File: src/conv_pkg.sv
`default_nettype none

package conv_pkg;

  localparam int ACT_W    = 16;
  localparam int ACT_FRAC = 8;
  localparam int WGT_W    = 8;
  localparam int WGT_FRAC = 6;
  localparam int ACC_W    = 40;  // 2*ACT_W + WGT_W
  localparam int ACC_FRAC = 14;
  localparam int OUT_W    = 16;
  localparam int OUT_FRAC = 8;

  localparam int QUANT_SHIFT = ACC_FRAC - OUT_FRAC;

  typedef logic signed [ACT_W-1:0] act_t;
  typedef logic signed [WGT_W-1:0] wgt_t;
  typedef logic signed [ACC_W-1:0] acc_t;
  typedef logic signed [OUT_W-1:0] out_t;

  localparam out_t OUT_MAX = {1'b0, {(OUT_W-1){1'b1}}};
  localparam out_t OUT_MIN = {1'b1, {(OUT_W-1){1'b0}}};

  // one kernel's weight lane
  typedef struct packed {
    logic valid;
    wgt_t data;
  } wload_t;

  // one kernel's result lane
  typedef struct packed {
    logic valid;
    out_t data;
  } out_beat_t;

  typedef enum logic [1:0] {ST_IDLE, ST_PREFETCH, ST_CONV} ctrl_state_t;

endpackage

`default_nettype wire

File: src/conv_ctrl.sv
`default_nettype none

module conv_ctrl import conv_pkg::*; #(
  parameter int TAPS    = 9,
  parameter int KERNELS = 3
) (
  input  logic                   clk,
  input  logic                   rst,
  input  logic                   k_prefetch,
  input  logic                   if_start,
  input  logic                   act_valid,
  input  wload_t [KERNELS-1:0]   w_load,
  input  logic                   last_col_valid,
  output logic   [KERNELS-1:0]   w_shift,
  output logic                   act_accept,
  output logic                   of_done
);

  localparam int CNT_W = $clog2(TAPS + KERNELS + 2);

  ctrl_state_t      state;
  logic [CNT_W-1:0] cnt;       // vectors in flight
  logic [CNT_W-1:0] cnt_next;
  logic             drained;

  ////////////////////////////////////////////////////////////////////////////
  // strobe gating

  always_comb begin
    for (int k = 0; k < KERNELS; k++) begin
      w_shift[k] = w_load[k].valid && (state == ST_PREFETCH);
    end
  end

  assign act_accept = act_valid && (state == ST_CONV);

  ////////////////////////////////////////////////////////////////////////////
  // outstanding vector count

  always_comb begin
    cnt_next = cnt;
    if (act_accept && !last_col_valid) begin
      cnt_next = cnt + CNT_W'(1);
    end else if (!act_accept && last_col_valid) begin
      cnt_next = cnt - CNT_W'(1);
    end
  end

  assign drained = last_col_valid && (cnt_next == '0);

  ////////////////////////////////////////////////////////////////////////////
  // state machine

  always_ff @(posedge clk) begin
    if (rst) begin
      state   <= ST_IDLE;
      cnt     <= '0;
      of_done <= 1'b0;
    end else begin
      cnt     <= cnt_next;
      of_done <= drained;
      case (state)
        ST_IDLE: begin
          if (if_start) state <= ST_CONV;
          else if (k_prefetch) state <= ST_PREFETCH;
        end
        ST_PREFETCH: begin
          if (if_start) state <= ST_CONV;
        end
        ST_CONV: begin
          if (drained) state <= ST_IDLE;  // last beat out
        end
        default: state <= ST_IDLE;
      endcase
    end
  end

endmodule

`default_nettype wire

File: config.mk
export PLATFORM = sky130hd
export DESIGN_NAME = conv_ctrl
export DESIGN_NICKNAME = d
export VERILOG_FILES = /design/src/conv_pkg.sv /design/src/conv_ctrl.sv
export SDC_FILE = /design/constraint.sdc
export NUM_CORES = 1
export LEC_CHECK = 0
export BUFFER_PORTS_ARGS = -buffer_cell sky130_fd_sc_hd__buf_2
export CAP_MARGIN = 20
export CORE_AREA = 5 5 42 44
export DETAILED_ROUTE_END_ITERATION = 8
export DIE_AREA = 0 0 47 49
export MAX_ROUTING_LAYER = met4
export PLACE_DENSITY = 0.84
export REMOVE_ABC_BUFFERS = 1
export SETUP_SLACK_MARGIN = 0.3
export SYNTH_ARGS = -nofsm -noshare
export SYNTH_HDL_FRONTEND = slang
export SYNTH_SLANG_ARGS = --single-unit
File: constraint.sdc
create_clock -name clk -period 1.95 [get_ports clk]
set_input_delay 0.195 -clock clk [delete_from_list [all_inputs] [get_ports clk]]
set_output_delay 0.195 -clock clk [all_outputs]
set_load 0.01 [all_outputs]
======== After elaboration in Yosys (flattened, before gate mapping) ========
Index checks and enable logic that the tools add are counted.
storage, ports and cells
  output and inout port bits .............. 5
  input port bits ......................... 33
  logic and storage cells ................. 29
  register bits ........................... 7
cells by class
  equality and inequality tests ........... 5
  multiplexer cells ....................... 7
  reductions and logical operators ........ 12
  add/sub/neg operators ................... 2
operators with widths
  operator               number
  $mux W2                4
  $mux W4                2
  $logic_and A1 B1 Y1    7
  $pmux W2 S3            1
  $add A4 B1 Y4 const B  1
  $logic_not A4 Y1       1
  $ne A2 B2 Y1 const B   2
  $sub A4 B1 Y4 const B  1
  $ne A3 B3 Y1 const B   1
  $reduce_and A3 Y1      1
  $eq A2 B1 Y1 const B   1
  $eq A2 B2 Y1 const B   1
  $logic_not A1 Y1       2
  $logic_not A2 Y1       1

======== Logic depth before layout (Yosys ltp) ========
  word-level depth ........................ 10
  depth in mapped cells ................... 6
  mapped depth without buffers ............ 6

======== Worst setup path before layout ========
OpenSTA, ideal clock, no wires.
  path kind ............................... reg-to-reg
  start ................................... register cnt[1]
  end ..................................... register of_done
  buffers on the path ..................... 0
  setup slack ............................. 527 ps
  clock period less this slack ............ 1423 ps
  cell stages (with the launch flop) ...... 5
  data required time ...................... 1870 ps
  library setup time ...................... 80 ps
  arrival ................................. 1344 ps
  cell sequence ........................... dfxtp_1 > or4b_1 > mux2i_1 > xnor2_1 > nor3b_1
between the ends
  cells in the longest elaborated chain, start to end .. 5
  elaborated cells on any way between the ends .. 6
  classes of those cells .................. add/sub: 2; mux: 2; reduce/logical: 2
ends and longest elaborated chain
  element                  line             RTL
  from (decl)              conv_ctrl.sv:22  logic [CNT_W-1:0] cnt;
  from (signal assigned)   conv_ctrl.sv:60  cnt <= cnt_next;
  $sub A4 B1 Y4            conv_ctrl.sv:45  cnt_next = cnt - CNT_W'(1);
  $mux W4                  conv_ctrl.sv:44  end else if (!act_accept && last_col_valid) begin
  $mux W4 (*)              conv_ctrl.sv:42  if (act_accept && !last_col_valid) begin
  $logic_not A4 Y1 (*)     conv_ctrl.sv:49  assign drained = last_col_valid && (cnt_next == '0);
  $logic_and A1 B1 Y1 (*)  conv_ctrl.sv:49
  to (signal assigned)     conv_ctrl.sv:61  of_done <= drained;
  to (decl)                conv_ctrl.sv:16  output logic of_done
Every way passes the cells marked *; elsewhere a longest branch is shown, timed or not.
A chain may end at the register's enable or synchronous reset.

======== Final worst setup path ========
  start ................................... register cnt[2]
  end ..................................... register of_done
The elaborated chain is that of the path after synthesis.

==> metrics <==
outcome complete, no violations; total congestion overflow 0; initial DRC count 7; All-Layer GR Usage 9.05%; Worst VDD drop 487 uV; Crit. End Element register; area share of the largest cell type after synthesis 30.4%; CTS max path bufs 2; #FFs+latches synth 7; Overall Power 0.616 mW; crit-path max FO 5; FFs w/ async S/R, synth 0%; pre-CTS WS 0.349 ns; final setup margin 0.393 ns; final HPWL from detailed placement 751 um; Die H 49 um; Max Cap Violations 0; FP Rows 14; TritonCTS Buffers 3; pwr/cell area 1080 mW/mm^2; Root Buffer clkbuf_4; vias in the first global route 359; I/O pin count 38; initial antenna violation count 0; register area share after synthesis 30.4%; number of remaining DRC errors 0; Finished Layout Cells 83; Detailed Routing Iterations Pass 1 4; Slew Viols, Final 0; drt total wl 986 um; first-pass GRT wire length 1.43 mm; period utilisation layout 79.9%; CP arrival 1.73 ns; clock slew at reported path FFs 0.06 ns; final net count 103; worst-margin pin slew 0.278 ns; CTS H-tree depth 1; largest net degree at the start of global routing 10; cell area after synthesis 462 um^2; Core ar. 0.00140 mm^2; Final ANT Viol Nets 0; Worst setup SP type register; Synth-to-Final Area Change 23.0%; Hold Violations, Final 0; fin util 40.5%; biggest area consumer among synthesized cells dfxtp_1; top post-synthesis cells by area dfxtp_1 (30%), xnor2_1 (7.6%), ha_1 (5.4%); YS warnings 0; Worst Hold Class in -> reg; vias per cell 5.05; die area 0.00230 mm^2; Setup Buffers After CTS 0; Placed Area 532 um^2; Mean Syn Cell Area 8.88 um^2; Post-synth top flop dfxtp_1; Max Clk Rate 642 MHz; setup TNS 0 ns; Setup violations, final 0; I/O Buffers 13; Min Hold Slack 0.120 ns; EDFF count, synth 0; data required time at the worst endpoint 2.13 ns; worst setup path class reg -> reg; placed instance count 79; most frequent cells after synthesis dfxtp_1 (7), nand2_1 (5), inv_1 (4), nor2_1 (4), xnor2_1 (4); drt wl/cell 11.9 um; final instance area 568 um^2; TritonCTS clock tree done; Post-Syn Instances 52; placer congestion estimate 0.728; most frequent cell after synthesis dfxtp_1; antenna diode count 0; relative slew slack 81.3%; leakage power 0.277 nW; via count 419; Tmin final 1.56 ns; clk_lat worst skew 0.25 ns; RSZ-0062 raised after global routing true; Initial Util 32.9%; Synth cell types 28; Sink Count 7; share of layout cells above drive strength 1 38.8%; chip width 47 um; Clock Skews 0.00341 ns
[worst paths after layout]
check / start / end / slack [ns] / cells after the start
hold / removal: if_start / state[0]$_SDFFE_PP0P_ / 0.12 / 2
setup reg to reg: cnt[2]$_SDFF_PP0_ / of_done$_SDFF_PP0_ / 0.39 / 4
setup / recovery: cnt[2]$_SDFF_PP0_ / of_done$_SDFF_PP0_ / 0.39 / 4
hold reg to reg: state[0]$_SDFFE_PP0P_ / state[0]$_SDFFE_PP0P_ / 0.53 / 2
[area by class of cell]
class	count	area, um^2
Inverter	4	15.0
Sequential cell	7	144
Clock buffer	3	22.5
Fill cell	142	833
Timing Repair Buffer	13	65.1
Clock inverter	1	5.00
Multi-Input combinational cell	39	297
Tap cell	16	20.0
[cell usage in the layout, fill, tap and decap left out]
| cell | n |
|---|---|
| a41o_1 | 1 |
| nor3b_2 | 1 |
| or3b_2 | 1 |
| nand2b_1 | 1 |
| nor4_1 | 1 |
| clkbuf_4 | 3 |
| mux2i_1 | 2 |
| or4b_1 | 1 |
| xnor2_1 | 4 |
| nor2_1 | 4 |
| nand4_1 | 1 |
| dfxtp_1 | 4 |
| o211ai_1 | 1 |
| nand3b_4 | 1 |
| clkinv_2 | 1 |
| o22ai_1 | 1 |
| a21oi_1 | 1 |
| dfxtp_2 | 3 |
| or3_1 | 1 |
| buf_2 | 13 |
| nand4b_1 | 2 |
| o221ai_2 | 1 |
| a21o_2 | 1 |
| nor2b_1 | 1 |
| o21ai_0 | 1 |
| nand2_1 | 5 |
| inv_1 | 4 |
| or2_2 | 1 |
| ha_1 | 2 |
| and2_1 | 3 |
[worst max-delay path, stage by stage (launching register included)]
cell     delay [ns]
dfxtp_2        0.34
or4b_1         0.51
mux2i_1        0.19
xnor2_1        0.20
nor3b_2        0.24
[flip-flops by register name, indices dropped and copies added (netlist names)]
register  flops
state         2
cnt           4
of_done       1
[report_power, final]
group          internal, mW  total (mW)  switching (mW)
Clock                0.0751       0.133          0.0583
Combinational         0.128       0.246           0.118
Sequential            0.184       0.236          0.0521
Total                 0.387       0.616           0.228
[layer usage]
layer	routed length (um)	share of wire, %	up-vias	global-route usage [%]
met1	425	43	194	9.98
met3	56	5.7	2	1.11
met4	29	2.9	0	8.29
met2	475	48	10	13.3
met5	0	0	-	-
li1	-	-	213	-
[cells by family (layout without fill, tap and decap cells)]
group / count (synthesis) / in the layout / synth area share [%]
AOI/OAI and AO/OA: 7 / 7 / 12.5
muxes: 2 / 2 / 4.34
buffers and inverters: 6 / 21 / 6.50
adders and majority gates: 2 / 2 / 5.42
and+or+nand+nor: 24 / 24 / 33.3
DFF: 7 / 7 / 30.4
xor gates and xnor gates: 4 / 4 / 7.59
[timing repair]
action,in CTS,in global routing
hold buffers,0,0
setup endpoints to repair,0,1
gates resized for setup,0,4
Note: power is estimated with default switching activity, not from simulation.
