==> src/conv_pkg.sv <==
`default_nettype none

package conv_pkg;

  localparam int ACT_W    = 16;
  localparam int ACT_FRAC = 8;
  localparam int WGT_W    = 8;
  localparam int WGT_FRAC = 6;
  localparam int ACC_W    = 40;  // 2*ACT_W + WGT_W
  localparam int ACC_FRAC = 14;
  localparam int OUT_W    = 16;
  localparam int OUT_FRAC = 8;

  localparam int QUANT_SHIFT = ACC_FRAC - OUT_FRAC;

  typedef logic signed [ACT_W-1:0] act_t;
  typedef logic signed [WGT_W-1:0] wgt_t;
  typedef logic signed [ACC_W-1:0] acc_t;
  typedef logic signed [OUT_W-1:0] out_t;

  localparam out_t OUT_MAX = {1'b0, {(OUT_W-1){1'b1}}};
  localparam out_t OUT_MIN = {1'b1, {(OUT_W-1){1'b0}}};

  // one kernel's weight lane
  typedef struct packed {
    logic valid;
    wgt_t data;
  } wload_t;

  // one kernel's result lane
  typedef struct packed {
    logic valid;
    out_t data;
  } out_beat_t;

  typedef enum logic [1:0] {ST_IDLE, ST_PREFETCH, ST_CONV} ctrl_state_t;

endpackage

`default_nettype wire

==> src/input_skew.sv <==
`default_nettype none

module input_skew import conv_pkg::*; #(
  parameter int TAPS = 9
) (
  input  logic              clk,
  input  logic              rst,
  input  logic              act_accept,
  input  act_t [TAPS-1:0]   act_in,
  output act_t [TAPS-1:0]   row_act,
  output logic [TAPS-1:0]   row_valid
);

  // row r gets r+1 register stages
  for (genvar r = 0; r < TAPS; r++) begin : g_row
    act_t       dly [r+1];
    logic [r:0] vld;

    always_ff @(posedge clk) begin
      dly[0] <= act_in[r];
      for (int i = 1; i <= r; i++) dly[i] <= dly[i-1];
    end

    always_ff @(posedge clk) begin
      if (rst) begin
        vld <= '0;
      end else begin
        vld[0] <= act_accept;  // strobe rides with the data
        for (int i = 1; i <= r; i++) vld[i] <= vld[i-1];
      end
    end

    assign row_act[r]   = dly[r];
    assign row_valid[r] = vld[r];
  end

endmodule

`default_nettype wire

==> config.mk <==
export PLATFORM = sky130hd
export DESIGN_NAME = input_skew
export DESIGN_NICKNAME = d
export VERILOG_FILES = /design/src/conv_pkg.sv /design/src/input_skew.sv
export SDC_FILE = /design/constraint.sdc
export NUM_CORES = 1
export LEC_CHECK = 0
export BUFFER_PORTS_ARGS = -buffer_cell sky130_fd_sc_hd__buf_2
export CAP_MARGIN = 0
export CORE_UTILIZATION = 35
export DETAILED_ROUTE_END_ITERATION = 8
export GPL_TIMING_DRIVEN = 0
export SYNTH_ARGS = -nofsm -noshare
export SYNTH_HDL_FRONTEND = slang
export SYNTH_SLANG_ARGS = --single-unit
==> constraint.sdc <==
create_clock -name clk -period 1.1 [get_ports clk]
set_input_delay 0.11 -clock clk [delete_from_list [all_inputs] [get_ports clk]]
set_output_delay 0.11 -clock clk [all_outputs]
set_load 0.02 [all_outputs]
### Word level (Yosys, flattened, before mapping)

Memories as Yosys holds them, arrays and structs flattened.
Cells that the tools add are included.

* flip-flop bits (word level): 45
* memory bits (writable): 720
* bits of input ports: 147
* output and inout bits: 153
* memories kept: 9

Memory list
* g_row[8].dly: words 9, width 16, read ports 9, clocked after Yosys merged registers in 0, write ports 9, RTL line input_skew.sv:16 `act_t dly [r+1];`
* g_row[7].dly: words 8, width 16, read ports 8, clocked after Yosys merged registers in 0, write ports 8, RTL line input_skew.sv:16
* g_row[6].dly: words 7, width 16, read ports 7, clocked after Yosys merged registers in 0, write ports 7, RTL line input_skew.sv:16
* g_row[5].dly: words 6, width 16, read ports 6, clocked after Yosys merged registers in 0, write ports 6, RTL line input_skew.sv:16
* g_row[4].dly: words 5, width 16, read ports 5, clocked after Yosys merged registers in 0, write ports 5, RTL line input_skew.sv:16
* g_row[3].dly: words 4, width 16, read ports 4, clocked after Yosys merged registers in 0, write ports 4, RTL line input_skew.sv:16
* 3 more memories

### Longest topological paths before layout

Gate-level depths: netlist of the first run.

* word-level depth: 0
* depth in mapped cells: 1
* gate-level depth less buffers: 1

### Worst setup path after synthesis of the first run

No wires, ideal clock.

* path kind: reg2reg
* start: register g_row[2].vld[1] (netlist name)
* end: register g_row[3].vld[2]
* arrival: 0.548 ns
* required time: 1.035 ns
* path slack: 0.487 ns
* stages on the path, launching flop included: 2
* buffers on the path: 0
* period minus slack after synthesis: 0.613 ns
* path through: dfxtp_1 -> nor2b_1

RTL lines
* to (signal assigned): RTL line input_skew.sv:26 `vld <= '0;`
* to (decl): RTL line input_skew.sv:17 `logic [r:0] vld;`

==> results of run 1 <==
## cell usage after synthesis, drive strengths merged
cell and number:
dfxtp 729, buf 81, nor2b 9
## report_power, final
group	leakage, nW	total, mW	switching, mW	internal (mW)
registers	6.15	28.2	0.371	27.9
clock network	1.17	24.1	9.68	14.4
logic	2.14	1.70	0.659	1.04
## cells by family after synthesis
logic type | after synthesis
flops | 729
buf+inv | 81
simple gates | 9
## metal layers
| layer | share of wire [%] | global-route usage [%] |
|---|---|---|
| met4 | 4.1 | 6.77 |
| met3 | 8.0 | 4.10 |
| met5 | 0 | 0 |
| met2 | 50 | 16.9 |
| met1 | 38 | 10.3 |
## area by class of cell
class | count | area share [%]
clock buffers | 95 | 9.18
flip-flops and latches | 729 | 67.6
well taps | 585 | 3.34
clock inverters | 33 | 1.74
multi-input cells | 9 | 0.257
repair buffers | 446 | 17.9
## stage by stage
step / hold WS (ns) / util, % / TNS, ns
2_1_floorplan: 0.138 / - / 0
5_1_grt: 0.134 / 50.8 / -10.24
4_1_cts: 0.113 / 50.8 / -10.02
3_5_place_dp: 0.214 / 40.6 / 0
3_3_place_gp: 0.212 / 40.6 / 0
6_report: 0.162 / 50.8 / -2.40
## sequential cells by signal, indices dropped and copies added (netlist names)
register,flops
g_row.dly,720
g_row.vld,9
## path summary, 6_finish.rpt
| kind | start | slack (ns) | cells past startpoint | end |
|---|---|---|---|---|
| setup reg to reg | g_row[8].vld[3]$_SDFF_PP0_ | 0.53 | 1 | g_row[8].vld[4]$_SDFF_PP0_ |
| hold reg to reg | g_row[7].dly[0][44]$_DFF_P_ | 0.31 | 0 | g_row[7].dly[0][60]$_DFF_P_ |
| setup / recovery | g_row[8].vld[3]$_SDFF_PP0_ | -0.04 | 1 | row_valid[3] |
| hold / removal | act_in[91] | 0.16 | 2 | g_row[5].dly[0][11]$_DFF_P_ |
## repair_timing
item | in CTS | in global routing
hold buffers | 147 | 0
setup endpoints to repair | 153 | 153
endpoints found under the hold margin | 153 | 0
resized for setup | 456 | 3
pin swaps | 0 | 0
==> metrics, run 1 <==
status finished, violations left; failing checks setup timing; worst path arrival time between 1 and 1.5 ns; Placeable Area around 43,000 sq um; CTS Sinks roughly 730; Layout area overhead 43.4%; all-layer global routing usage about a tenth; min cycle time layout ~1.1 ns; post-synthesis adder-cell area fraction 0%; Chip Width 211 um; GP Congestion about 0.7; Static Leak around 9.5 nW; buffers added on ports 299; detailed-route vias per instance ~3.5; Initial Util a little over a third; crit-path max cell delay between 0.3 and 0.4 ns; Max-cap violations 0; CTS tree built; f_max slightly below 900 MHz; XOR/XNOR Fraction of Synth Area 0%; Multi-input gate area ~56 sq um; setup bufs post-CTS 0; Hold Vio Cnt, Final 0; post-DR wirelength/cell approximately 12 um; vias in the first global route ~7,000; yosys synthesis warning count 0; DRT antenna net count 0; top cell family by delay on the critical path flip-flops; mux cell area share after synthesis 0%; Overall Power approximately 54 mW; largest net degree at the start of global routing 16; post-route cell area between 20,000 and 25,000 sq um; Synth top area share around 96%; pre-CTS setup slack 0.419 ns; Mean Syn Cell Area roughly 19 sq um; crit-path cells buf_6; compound-cell area share of the yosys netlist 0%; crit end category output port; CP max FO 2; final setup margin -0.0444 ns; commonest non-fill, non-tap cell in the layout dfxtp_1; Clk Tree Root Cell clkbuf_16; unrepaired setup endpoints after global routing yes; total gr overflow 0; DRC viols 0; CP required ~1 ns; share of cells above drive strength 1 43.4%; Simple-Gate Fraction of Synth Area less than 1%; Max clock buf depth 3; via count ~6,600; Skew-Pair Late Insertion Delay ~0.57 ns; Placed Instances roughly 1,700; Net count, final around 1,400; ranking of synthesized cells by area dfxtp_1 96%, buf_4 4.0%, nor2b_1 0.37%; Final Non-Filler Cells roughly 1,900; H-Tree Depth 3; HP Class in2reg; Seq/Total Area, Yosys ~96%; crit path launch type flop; drt pass-1 iters 4; DP Area ~17,000 sq um; peak supply drop 1.93 mV; Chip Height about 210 um; antenna cells 0; wire length after detailed routing ~22 mm; dpl hpwl roughly 13 mm; Num CTS Buffers 71; Reg area 14,800 sq um; critical path class reg2out; initial DRC count 135; # IOs 300; Crit-path slowest cell dfxtp_2; Netlist Area Pre-Place approximately 15,000 sq um; die area about 44,000 sq um; clock skew ~0.014 ns; combinational family with the most area after synthesis buffers and inverters; global-route wire length before repair 34.7 mm; Worst-Margin Slew around 0.14 ns; syn nets 966; cell taking the most area after synthesis dfxtp_1; crit share post-route 104%; Synth Register Bits about 730; Reg clk slew, reported paths around 0.06 ns; setup violators final approximately 150; fillers 3,467; Distinct cells, synth 3; Site Rows 76; CP bufs+invs 1; power per cell area ~2500 nW/um^2; most frequent cells in the layout 576 x dfxtp_1, 153 x dfxtp_2, 153 x buf_6; antenna violations before repair 0; Synth Instances approximately 820; Relative slew margins about nine tenths; Final Max Tran Viols 0
Note: power is estimated with default switching activity, not from simulation.
==> run 2: changes to the inputs <==
--- a/config.mk
+++ b/config.mk
@@ -10,6 +10,8 @@
 export CORE_UTILIZATION = 35
 export DETAILED_ROUTE_END_ITERATION = 8
 export GPL_TIMING_DRIVEN = 0
+export PLACE_DENSITY_LB_ADDON = 0.25
+export SKIP_LAST_GASP = 1
 export SYNTH_ARGS = -nofsm -noshare
 export SYNTH_HDL_FRONTEND = slang
 export SYNTH_SLANG_ARGS = --single-unit
==> metrics, run 2 (synthesis gave the netlist of run 1 again) <==
status finished, violations left; failing checks setup timing; Skew-Pair Late Insertion Delay 0.58 ns (about the same); max FFs per register 720 (unchanged); Chip Height 211 um (unchanged); largest net degree at the start of global routing 16 (unchanged); biggest regs g_row.dly x720, g_row.vld x9; GP Congestion 0.681 (-1.0%); Multi-input gate area 56.3 sq um (unchanged); H-Tree Depth 3 (unchanged); crit share post-route 105% (+0.63 points); Reg area 14,800 sq um (unchanged); crit path launch type flop; Reg2Reg Setup Slack 0.53 ns (about the same); drt pass-1 iters 4 (unchanged); Relative slew margins 89.5% (-1.5 points); Chip Width 211 um (unchanged); Static Leak 9.49 nW (+0.31%); crit-path cells buf_6; Clk Tree Root Cell clkbuf_16; CP bufs+invs 1 (unchanged); final setup margin -0.0513 ns (-0.00692 ns); all-layer global routing usage 9.73% (-0.36 points); antenna violations before repair 7 (+7); wire length after detailed routing 21.2 mm (-5.5%); WHS Endpoint g_row[8].dly[0][4]$_DFF_P_; vias in the first global route 6,899 (-2.0%); CTS Sinks 729 (unchanged); crit end category output port; total gr overflow 0 (unchanged); Placeable Area 43,100 sq um (unchanged); die area 44,400 sq um (unchanged); Overall Power 54.1 mW (+0.18%); setup violators final 153 (unchanged); CTS tree built; buffers added on ports 299 (unchanged); Sum Neg Setup Slack -3.19 ns (-0.782 ns); DRT antenna net count 0 (unchanged); fillers 3,474 (+0.20%); worst r2r src g_row[8].vld[4]$_SDFF_PP0_; top cell family by delay on the critical path flip-flops; Net count, final 1,404 (unchanged); share of cells above drive strength 1 43.5% (+0.12 points); # IOs 300 (unchanged); commonest non-fill, non-tap cell in the layout dfxtp_1; critical path class reg2out; via count 6,546 (-0.91%); DRC viols 0 (unchanged); Psw 10.3 mW (-3.4%); reg2reg end g_row[8].vld[5]$_SDFF_PP0_; R2R depth 1 (unchanged); dpl hpwl 12.1 mm (-3.0%); Seq pwr share 52.2% (about the same); Placed Instances 1,703 (unchanged); hold_sp act_in[132]; initial DRC count 220 (+63%); Initial Util 35.4% (unchanged); WHS 0.156 ns (-0.00586 ns); setup bufs post-CTS 0 (unchanged); power per cell area 2470 nW/um^2 (about the same); Hold Vio Cnt, Final 0 (unchanged); Site Rows 76 (unchanged); Max clock buf depth 3 (unchanged); peak supply drop 1.53 mV (-20%); unrepaired setup endpoints after global routing yes; Final Max Tran Viols 0 (unchanged); Reg with most FFs g_row.dly; post-DR wirelength/cell 11.2 um (-5.4%); Clock power frac 44.7% (about the same); CP required 0.99 ns (about the same); Final Non-Filler Cells 1,896 (-0.053%); CP max FO 2 (unchanged); global-route wire length before repair 33.2 mm (-4.4%); f_max 869 MHz (-0.60%); Num CTS Buffers 71 (unchanged); clock skew 0.0172 ns (+0.00300 ns); Max-cap violations 0 (unchanged); crit-path max cell delay 0.34 ns (about the same); min cycle time layout 1.15 ns (+0.00692 ns); Hold Path Depth 2 (unchanged); most frequent cells in the layout 576 x dfxtp_1, 153 x dfxtp_2, 153 x buf_6; Worst-Margin Slew 0.157 ns (+0.0220 ns); Reg clk slew, reported paths 0.06 ns (about the same); switching part of the total 19.1% (-0.71 points); Layout area overhead 43.8%; worst path arrival time 1.04 ns (about the same); Comb power frac 3.1% (about the same); HP Class in2reg; Internal 43.8 mW (+1.1%); detailed-route vias per instance 3.45 (-0.86%); Crit-path slowest cell dfxtp_2
-- run 2: cell count changes in the layout (fill, tap and decap cells not counted), sizes merged --
cell      delta
clkbuf       +2
diode        +5
clkinv       -1
inv          -5
clkinvlp     -2
-- run 2: power by group through the flow --
stage                     combinational, mW  sequential (mW)  clock [mW]
after floorplan                       0.431             28.8           0
after global placement                 1.14             28.6           0
after detailed placement               1.15             28.7           0
after CTS                              1.70             28.2        25.1
after global routing                   1.79             28.4        26.2
final                                  1.69             28.2        24.2
-- run 2: layer usage --
layer	track usage, %	vias up	share of wire [%]
met2	15.3	205	47
met5	0	-	0.16
met4	6.15	4	4.1
met3	5.10	73	8.5
met1	10.2	2937	40
li1	-	3327	-
-- run 2: worst max-delay path by stage --
stage,from,cells after the start,end,slack [ns]
final,g_row[3].vld[2]$_SDFF_PP0_,1,row_valid[2],-0.05
after global routing,g_row[8].vld[5]$_SDFF_PP0_,1,row_valid[5],-0.12
after CTS,g_row[8].dly[0][136]$_DFF_P_,1,row_act[136],-0.10
after detailed placement,g_row[7].dly[1][59]$_DFF_P_,2,row_act[123],0.43
after global placement,g_row[7].dly[1][59]$_DFF_P_,2,row_act[123],0.43
after floorplan,g_row[2].vld[1]$_SDFF_PP0_,1,g_row[3].vld[2]$_SDFF_PP0_,0.49
-- run 2: layout make-up --
| type | instances | share of cell area [%] |
|---|---|---|
| well taps | 585 | 3.34 |
| clock buffers | 97 | 9.61 |
| diodes | 5 | 0.0570 |
| clock inverters | 25 | 1.44 |
| repair buffers | 446 | 17.9 |
| flip-flops and latches | 729 | 67.4 |
| multi-input cells | 9 | 0.257 |
-- run 2: what timing repair did --
action,CTS,global route
pin swaps,0,0
resized for setup,456,3
hold buffers,147,0
endpoints found under the setup margin,153,153
endpoints found under the hold margin,153,0
-- run 2: per-stage QoR --
step,setup slack (ns),util [%],area [sq um]
2_1_floorplan,0.487,-,15300
5_1_grt,-0.116,50.9,21900
3_3_place_gp,0.434,40.6,17500
6_report,-0.0513,50.9,21900
4_1_cts,-0.103,50.9,21900
3_5_place_dp,0.434,40.6,17500
