<file path="src/conv_pkg.sv">
`default_nettype none

package conv_pkg;

  localparam int ACT_W    = 16;
  localparam int ACT_FRAC = 8;
  localparam int WGT_W    = 8;
  localparam int WGT_FRAC = 6;
  localparam int ACC_W    = 40;  // 2*ACT_W + WGT_W
  localparam int ACC_FRAC = 14;
  localparam int OUT_W    = 16;
  localparam int OUT_FRAC = 8;

  localparam int QUANT_SHIFT = ACC_FRAC - OUT_FRAC;

  typedef logic signed [ACT_W-1:0] act_t;
  typedef logic signed [WGT_W-1:0] wgt_t;
  typedef logic signed [ACC_W-1:0] acc_t;
  typedef logic signed [OUT_W-1:0] out_t;

  localparam out_t OUT_MAX = {1'b0, {(OUT_W-1){1'b1}}};
  localparam out_t OUT_MIN = {1'b1, {(OUT_W-1){1'b0}}};

  // one kernel's weight lane
  typedef struct packed {
    logic valid;
    wgt_t data;
  } wload_t;

  // one kernel's result lane
  typedef struct packed {
    logic valid;
    out_t data;
  } out_beat_t;

  typedef enum logic [1:0] {ST_IDLE, ST_PREFETCH, ST_CONV} ctrl_state_t;

endpackage

`default_nettype wire

</file>
<file path="src/requant_out.sv">
`default_nettype none

module requant_out import conv_pkg::*; #(
  parameter int KERNELS = 3
) (
  input  logic                      clk,
  input  logic                      rst,
  input  acc_t      [KERNELS-1:0]   col_sum,
  input  logic      [KERNELS-1:0]   col_valid,
  output out_beat_t [KERNELS-1:0]   of_out
);

  for (genvar k = 0; k < KERNELS; k++) begin : g_col
    acc_t               sum;
    acc_t               shifted;
    logic [ACC_W-OUT_W:0] top;
    logic               in_range;
    out_t               sat;
    logic               vld_q;
    out_t               data_q;

    assign sum      = col_sum[k];
    assign shifted  = sum >>> QUANT_SHIFT;  // drop 6 fraction bits
    assign top      = shifted[ACC_W-1:OUT_W-1];
    assign in_range = (&top) | ~(|top);  // all sign copies
    assign sat      = in_range ? shifted[OUT_W-1:0] :
                      (shifted[ACC_W-1] ? OUT_MIN : OUT_MAX);

    always_ff @(posedge clk) begin
      if (rst) vld_q <= 1'b0;
      else vld_q <= col_valid[k];
    end

    always_ff @(posedge clk) begin
      if (col_valid[k]) data_q <= sat;
    end

    assign of_out[k].valid = vld_q;
    assign of_out[k].data  = data_q;
  end

endmodule

`default_nettype wire

</file>
<file path="config.mk">
export PLATFORM = sky130hd
export DESIGN_NAME = requant_out
export DESIGN_NICKNAME = d
export VERILOG_FILES = /design/src/conv_pkg.sv /design/src/requant_out.sv
export SDC_FILE = /design/constraint.sdc
export NUM_CORES = 1
export LEC_CHECK = 0
export CELL_PAD_IN_SITES_DETAIL_PLACEMENT = 1
export CELL_PAD_IN_SITES_GLOBAL_PLACEMENT = 1
export CORE_ASPECT_RATIO = 0.6
export CORE_MARGIN = 2
export CORE_UTILIZATION = 41
export DETAILED_ROUTE_END_ITERATION = 8
export DONT_BUFFER_PORTS = 1
export PLACE_DENSITY_LB_ADDON = 0.1
export SLEW_MARGIN = 5
export SYNTH_ARGS = -nofsm -noshare
export SYNTH_HDL_FRONTEND = slang
export SYNTH_SLANG_ARGS = --single-unit
</file>
<file path="constraint.sdc">
create_clock -name clk -period 1.6 [get_ports clk]
set_input_delay 0.24 -clock clk [delete_from_list [all_inputs] [get_ports clk]]
set_output_delay 0.24 -clock clk [all_outputs]
set_load 0.1 [all_outputs]
</file>
# --- Yosys cells after proc, flatten, opt, wreduce, memory -nomap -nowiden ---
# Cells that the tools add are included.
word_totals:
  regBits: 51
  input_bits: 125
  out_inout_bits: 51
  elab_cells: 24
classes:
  muxes: 6
  bitwise_logic: 6
  n_reduce_logical: 6
op_table:
  columns: ["cell", "count"]
  rows:
  - ["2-to-1 mux 16 bit", 6]
  - ["AND reduction 19 bit", 3]
  - ["OR reduction 19 bit", 3]
  - ["NOT 1 bit", 3]
  - ["bitwise OR 1 bit", 3]

# --- Longest topological paths before layout ---
# Gate-level depths: netlist of run 1.
depth:
  depth_word: 4
  depth_mapped: 6
  ltp_nobuf: 5

# --- Least setup slack after synthesis of run 1 ---
# No wires, ideal clock.
synth_timing:
  path_kind: "input-to-reg"
  startpoint: "in col_sum[113] in the netlist's numbering"
  endpoint: "reg g_col[2].data_q[10], data pin"
  setup_time_ps: 254
  arrival_time_ps: 1276
  t_required_ps: 1346
  path_slack_ps: 70
  cell_stages: 6
  path_cell_list: "nor4_1 -> nand4_1 -> nor4_2 -> a311oi_2 -> buf_2 -> a21o_1"
synth_via:
  elab_chain_cells: 4
  word_cells_on_any_way: 5
  classes_between: "mux: 1; bitwise: 2; reduce/logical: 2"
synth_rtl:
  columns: ["item", "line", "rtl"]
  rows:
  - ["start: declaration", "requant_out.sv:8", "input acc_t [KERNELS-1:0] col_sum,"]
  - ["OR reduction 19 bit", "requant_out.sv:25", "assign in_range = (&top) | ~(|top);"]
  - ["NOT 1 bit", "requant_out.sv:25", null]
  - ["bitwise OR 1 bit (*)", "requant_out.sv:25", null]
  - ["2-to-1 mux 16 bit (*)", "requant_out.sv:26", "assign sat = in_range ? shifted[OUT_W-1:0] :"]
  - ["via g_col[2].sat[10]", "requant_out.sv:18", "out_t sat;"]
  - ["end signal: assignment", "requant_out.sv:35", "if (col_valid[k]) data_q <= sat;"]
  - ["end: declaration", "requant_out.sv:20", "out_t data_q;"]
# The timed path passes the listed nets; every way through them passes the cells marked *.
# A chain may end at the register's enable or synchronous reset.

# --- Worst setup path after layout of run 1 ---
layout_timing:
  startpoint: "in col_sum[39] in the netlist's numbering"
  endpoint: "reg g_col[0].data_q[13], data pin"
layout_via:
  elab_chain_cells: 4
  word_cells_on_any_way: 6
  classes_between: "mux: 2; bitwise: 2; reduce/logical: 2"
layout_rtl:
  columns: ["item", "line"]
  rows:
  - ["OR reduction 19 bit", "requant_out.sv:25"]
  - ["NOT 1 bit", "requant_out.sv:25"]
  - ["bitwise OR 1 bit", "requant_out.sv:25"]
  - ["2-to-1 mux 16 bit (*)", "requant_out.sv:26"]
  - ["via g_col[0].sat[13]", "requant_out.sv:18"]
  - ["end signal: assignment", "requant_out.sv:35"]
  - ["end: declaration", "requant_out.sv:20"]
# Marks and branches as above.

==> impl_results.md, run 1 <==
- Slew headroom: 26.0%
- Flop and latch count out of synthesis: a little over 50
- # diodes: 0
- Layout area overhead: 20.1%
- Final period util: about nine tenths
- DRT Pass-1 Iters: 4
- Final Max Tran Viols: 0
- Worst Hold End: g_col[2].data_q[15]$_DFFE_PP_
- Post-CTS Setup Bufs: 0
- Vias in the first global route: ~1700
- Unrepaired setup endpoints after global routing: no
- Die span in y: 62.3 um
- Hold wc startpoint: col_sum[119]
- Crit Path Category: in2reg
- VDD IR max: approximately 400 uV
- Largest net degree at the start of global routing: 18
- DR iter-0 viols: 44
- CORE AREA: about 0.0055 mm^2
- Clock Tree Buf Depth: 2
- Tmin final: ~1400 ps
- Final setup TNS: 0 ps
- DP HPWL: 4.47 mm
- TritonCTS buffer count: 5
- Post-Synthesis Cells: roughly 160
- I/O Pins: 176
- Final Wtd Congestion: approximately 0.71
- Fin. Hold Viols: 0
- Area of the multi-input gates: between 700 and 800 um^2
- Switching Share: about 38%
- Count of cell types in the netlist: 20
- Top_reg_cell synth: edfxtp_1
- GR Util All Layers: a little under a fifth
- Post-synth EDFFs: 48
- Power share of the clock group: between 20 and 25%
- Total wire length: roughly 5.6 mm
- Final total power: between 3 and 4 mW
- Share of power burned in registers: 48.4%
- Cell internal pwr: just over 2 mW
- Root Buffer: clkbuf_8
- Via-per-instance ratio: 5.78
- Net Sw Power: ~1.3 mW
- Outcome: finished, final reports clean
- Grt total ovfl: 0
- Initial Utilization: between 40% and 50%
- Final setup vio count: 0
- WL/cell: about 21 um
- Hold depth: 0
- Cell Area, Placed: between 0.002 and 0.003 mm^2
- Syn nets: 281
- Commonest non-fill, non-tap cell in the layout: buf_4
- Post-cts resize count: 0
- Crit path arrival time: between 1000 and 1500 ps
- # DRC: 0
- Yosys warns: 0
- WHS: 35.1 ps
- Critical path required time: roughly 1700 ps
- Share of cells above drive strength 1: between 30 and 40%
- Seq/Total Area, Yosys: 64.6%
- Worst min-delay path class: in2reg
- CTS tree: built
- Die extent in x: roughly 100 um
- Post-synth ARST share: 0%
- Sequential cell area: approximately 0.0015 mm^2
- Max FO, Critical Path: 15
- Fillers: approximately 600
- Commonest non-fill, non-tap cells in the layout: buf_4 (52), edfxtp_1 (48), a21o_1 (40)
- Final core occ: 50.6%
- Fmax: roughly 700 MHz
- Die ar.: 0.00631 mm^2
- Port Buf Inserts: 0
- Antenna violations before repair: 0
- Worst Setup Start Kind: primary input
- Worst-margin pin slew: ~1100 ps
- Post-route ant nets: 0
- Syn_area_per_cell: approximately 15 um^2
- First-pass GRT wire length: around 8.8 mm
- Worst Setup SP: col_sum[39]
- Power per cell area: 1190 mW/mm^2
- Row count: 21
- Final Instance Area: ~0.0028 mm^2
- Hold-fix buffers, CTS: 1
- H-tree depth: 2
- Total number of vias: approximately 1600
- Combinational share of power: 30.0%
- Clock slew at reported path FFs: approximately 90 ps
- Num Clock Sinks: 51
- Crit. End Element: flop
- Max-cap viol count: 0
- Post-synthesis cell area: roughly 0.0023 mm^2
- Lkg Pwr: 1.18 nW
- Nets: 329
[synth_stat cells, types with 3 or more instances]
cell type / count / share of area (%)
a21o_1: 40 / 13
a21o_2: 5 / 1.9
a311oi_2: 3 / 1.9
and3_1: 3 / 0.81
buf_4: 3 / 0.97
buf_6: 4 / 1.9
dfxtp_1: 3 / 2.6
edfxtp_1: 48 / 62
nand4_1: 15 / 4.0
nor2_1: 6 / 0.97
nor2b_1: 3 / 0.81
nor4_1: 9 / 2.4
nor4_2: 5 / 2.7
[per-stage QoR]
stage | setup slack (ps) | cells
2_1_floorplan | 69.8 | 156
3_3_place_gp | 11.0 | 265
3_5_place_dp | -172 | 265
4_1_cts | 160 | 274
5_1_grt | 27.4 | 274
6_report | 170 | 274
[registers in the layout, summed over array words and instances, names as in the netlist]
signal	count
g_col.data_q	48
g_col.vld_q	3
[metal layers]
layer	track usage (%)	part of all wire, %
met5	0	0
met3	5.63	7.2
met1	21.6	39
met4	4.73	0.82
met2	31.8	53
[kinds of logic after synthesis]
kind of cell,Yosys count,synth area share [%]
AOI/OAI and AO/OA,51,18.2
buffers and inverters,12,4.52
DFF,51,64.6
and+or+nand+nor,42,12.6
[area by class of cell]
cell class              instances  area share (%)
clock buffers                   6            2.60
clock inverters                 2           0.448
multi-input cells              93            25.7
repair buffers                 53            14.3
flip-flops and latches         51            53.8
well taps                      69            3.09
[critical path, cell delays in order]
cell      delay [ps]
nor4_1           310
nand4_1          170
nor4_2           270
a311oi_2         220
a21o_1           280
[worst max path at each step]
stage	endpoint	cells past startpoint
after floorplan	g_col[2].data_q[10]$_DFFE_PP_	6
after global placement	g_col[1].data_q[2]$_DFFE_PP_	5
after detailed placement	g_col[0].data_q[13]$_DFFE_PP_	5
after CTS	g_col[0].data_q[13]$_DFFE_PP_	5
after global routing	g_col[0].data_q[13]$_DFFE_PP_	5
final	g_col[0].data_q[13]$_DFFE_PP_	5
[power groups by stage]
stage	Sequential (mW)	Combinational [mW]	Clock (mW)
6_report	1.60	0.992	0.717
5_1_grt	1.61	1.01	0.800
4_1_cts	1.60	0.997	0.737
3_5_place_dp	1.63	0.993	0
3_3_place_gp	1.63	0.985	0
2_1_floorplan	2.34	0.120	0
(Power assumes the default switching activity.)
==> run 2, diff against run 1 <==
--- a/config.mk
+++ b/config.mk
@@ -13,6 +13,7 @@
 export DETAILED_ROUTE_END_ITERATION = 8
 export DONT_BUFFER_PORTS = 1
 export PLACE_DENSITY_LB_ADDON = 0.1
+export REMOVE_ABC_BUFFERS = 1
 export SLEW_MARGIN = 5
 export SYNTH_ARGS = -nofsm -noshare
 export SYNTH_HDL_FRONTEND = slang
==> run 2 against run 1 <==
- sequential cell count stayed put
- cell count unchanged
- critical endpoint is now g_col[0].data_q[10]$_DFFE_PP_
- largest power group unchanged
- total power down 0.64%
- final area up 0.36%
- sequential power about the same
==> impl_results.md, run 2 (synthesis gave the netlist of run 1 again) <==
- Clock Tree Buf Depth: 2 (unchanged)
- Setup WS pre-CTS: -210 ps (-38.6 ps)
- Die span in y: 62.3 um (unchanged)
- Net Sw Power: 1.24 mW (-1.2%)
- Max reg flops: 48 (unchanged)
- Cell internal pwr: 2.05 mW (-0.32%)
- Critical Path, Cell by Cell: nor4_1 -> nand4_1 -> nor4_4 -> a311oi_2 -> a21o_1
- # DRC: 0 (unchanged)
- Via-per-instance ratio: 5.86 (+1.5%)
- Antenna violations before repair: 0 (unchanged)
- Initial Utilization: 42.1% (unchanged)
- Outcome: finished, final reports clean
- Layout area overhead: 20.5%
- H-tree depth: 2 (unchanged)
- VDD IR max: 411 uV (+2.5%)
- Fmax: 700 MHz (+0.14%)
- Clock slew at reported path FFs: 90 ps (about the same)
- Final setup vio count: 0 (unchanged)
- WL/cell: 20.3 um (-0.99%)
- TritonCTS buffer count: 5 (unchanged)
- Hold wc startpoint: col_sum[119]
- Tmin final: 1430 ps (-1.94 ps)
- Post-route ant nets: 0 (unchanged)
- DRT Pass-1 Iters: 4 (unchanged)
- DP HPWL: 4.31 mm (-3.5%)
- CP max-delay cell: nor4_1
- DR iter-0 viols: 37 (-16%)
- Max FO, Critical Path: 15 (unchanged)
- Final Max Tran Viols: 0 (unchanged)
- Row count: 21 (unchanged)
- Max-cap viol count: 0 (unchanged)
- Largest regs: g_col.data_q (48), g_col.vld_q (3)
- Worst setup margin: 172 ps (+1.94 ps)
- Total number of vias: 1606 (+1.5%)
- Commonest non-fill, non-tap cell in the layout: buf_4
- Power per cell area: 1170 mW/mm^2 (-1.0%)
- Fillers: 558 (-4.3%)
- WHS: 37.7 ps (+2.58 ps)
- Nets: 329 (unchanged)
- Grt total ovfl: 0 (unchanged)
- Unrepaired setup endpoints after global routing: no
- Vias in the first global route: 1700 (-1.0%)
- Commonest non-fill, non-tap cells in the layout: buf_4 (52), edfxtp_1 (48), a21o_1 (40)
- Power share of the clock group: 21.1% (-0.5 points)
- Crit. End Element: flop
- Die extent in x: 101 um (unchanged)
- Root Buffer: clkbuf_8
- Final period util: 89.3% (-0.12 points)
- CTS tree: built
- Critical path required time: 1640 ps (-20 ps)
- First-pass GRT wire length: 8.34 mm (-4.8%)
- Worst min-delay path class: in2reg
- # diodes: 0 (unchanged)
- Combinational share of power: 30.2% (+0.2 points)
- CORE AREA: 0.00552 mm^2 (unchanged)
- Total wire length: 5.58 mm (-0.99%)
- Final total power: 3.29 mW (-0.64%)
- Final core occ: 50.8% (+0.18 points)
- Worst Setup SP: col_sum[32]
- Die ar.: 0.00631 mm^2 (unchanged)
- Switching Share: 37.7% (-0.20 points)
- Lkg Pwr: 1.18 nW (+0.15%)
- Share of power burned in registers: 48.7% (+0.3 points)
- Max stage delay on crit path: 320 ps (about the same)
- Crit path arrival time: 1470 ps (-20 ps)
- I/O Pins: 176 (unchanged)
- Slew headroom: 26.7% (+0.72 points)
- Final Wtd Congestion: 0.717 (+0.67%)
- Worst-margin pin slew: 1100 ps (-10.8 ps)
- Port Buf Inserts: 0 (unchanged)
- Worst Setup Start Kind: primary input
- Fin. Hold Viols: 0 (unchanged)
- GR Util All Layers: 17.3% (-0.88 points)
- Largest net degree at the start of global routing: 18 (unchanged)
- Top reg by flops: g_col.data_q
- Crit Path Category: in2reg
- Share of cells above drive strength 1: 36.6% (-0.49 points)
- Num Clock Sinks: 51 (unchanged)
-- run 2: cell count changes in the layout (fill, tap and decap cells not counted), sizes merged --
cell | before | now
clkinv | 1 | 2
clkinvlp | 1 | 0
-- run 2: worst paths after layout --
check	endpoint	slack, ps	cells past startpoint
setup / recovery	g_col[0].data_q[10]$_DFFE_PP_	170	5
hold / removal	g_col[2].data_q[15]$_DFFE_PP_	40	0
-- run 2: power by group through the flow --
| stage | clock (mW) | sequential, mW | combinational (mW) |
|---|---|---|---|
| 3_3_place_gp | 0 | 1.63 | 0.986 |
| 4_1_cts | 0.717 | 1.60 | 0.996 |
| 5_1_grt | 0.768 | 1.61 | 1.02 |
| 2_1_floorplan | 0 | 2.37 | 0.0753 |
| 3_5_place_dp | 0 | 1.63 | 0.993 |
| 6_report | 0.693 | 1.60 | 0.993 |
-- run 2: area by class of cell --
cell class | instances | area (um^2) | share of cell area, %
Sequential cell | 51 | 1500 | 53.6
Multi-Input combinational cell | 93 | 733 | 26.2
Timing Repair Buffer | 53 | 400 | 14.3
Tap cell | 69 | 86.3 | 3.08
Clock buffer | 6 | 72.6 | 2.59
Clock inverter | 2 | 7.51 | 0.268
-- run 2: metrics by stage --
stage	instances	setup TNS [ps]	cell area [um^2]
CTS	274	0	2790
detailed placement	265	-6540	2700
floorplan	144	0	2220
global placement	265	-7.64	2700
global route	274	0	2800
finish	274	0	2800
-- run 2: per-layer routing --
metal / vias up / share of wire (%) / track usage (%)
li1: 724 / - / -
met1: 772 / 40 / 21.3
met2: 100 / 47 / 27.3
met3: 10 / 12 / 7.77
met4: 0 / 1.3 / 5.07
met5: - / 0 / 0
-- run 2: critical path, delay by kind of cell --
family	cells	cell delay, ps
AOI/OAI and AO/OA	2	490
and+or+nand+nor	3	740
-- run 2: what timing repair did --
action,4_1_cts,5_1_grt
setup endpoints to repair,0,3
setup buffers,0,0
hold buffers,1,0
resized for setup,0,2
hold endpoints to repair,3,0
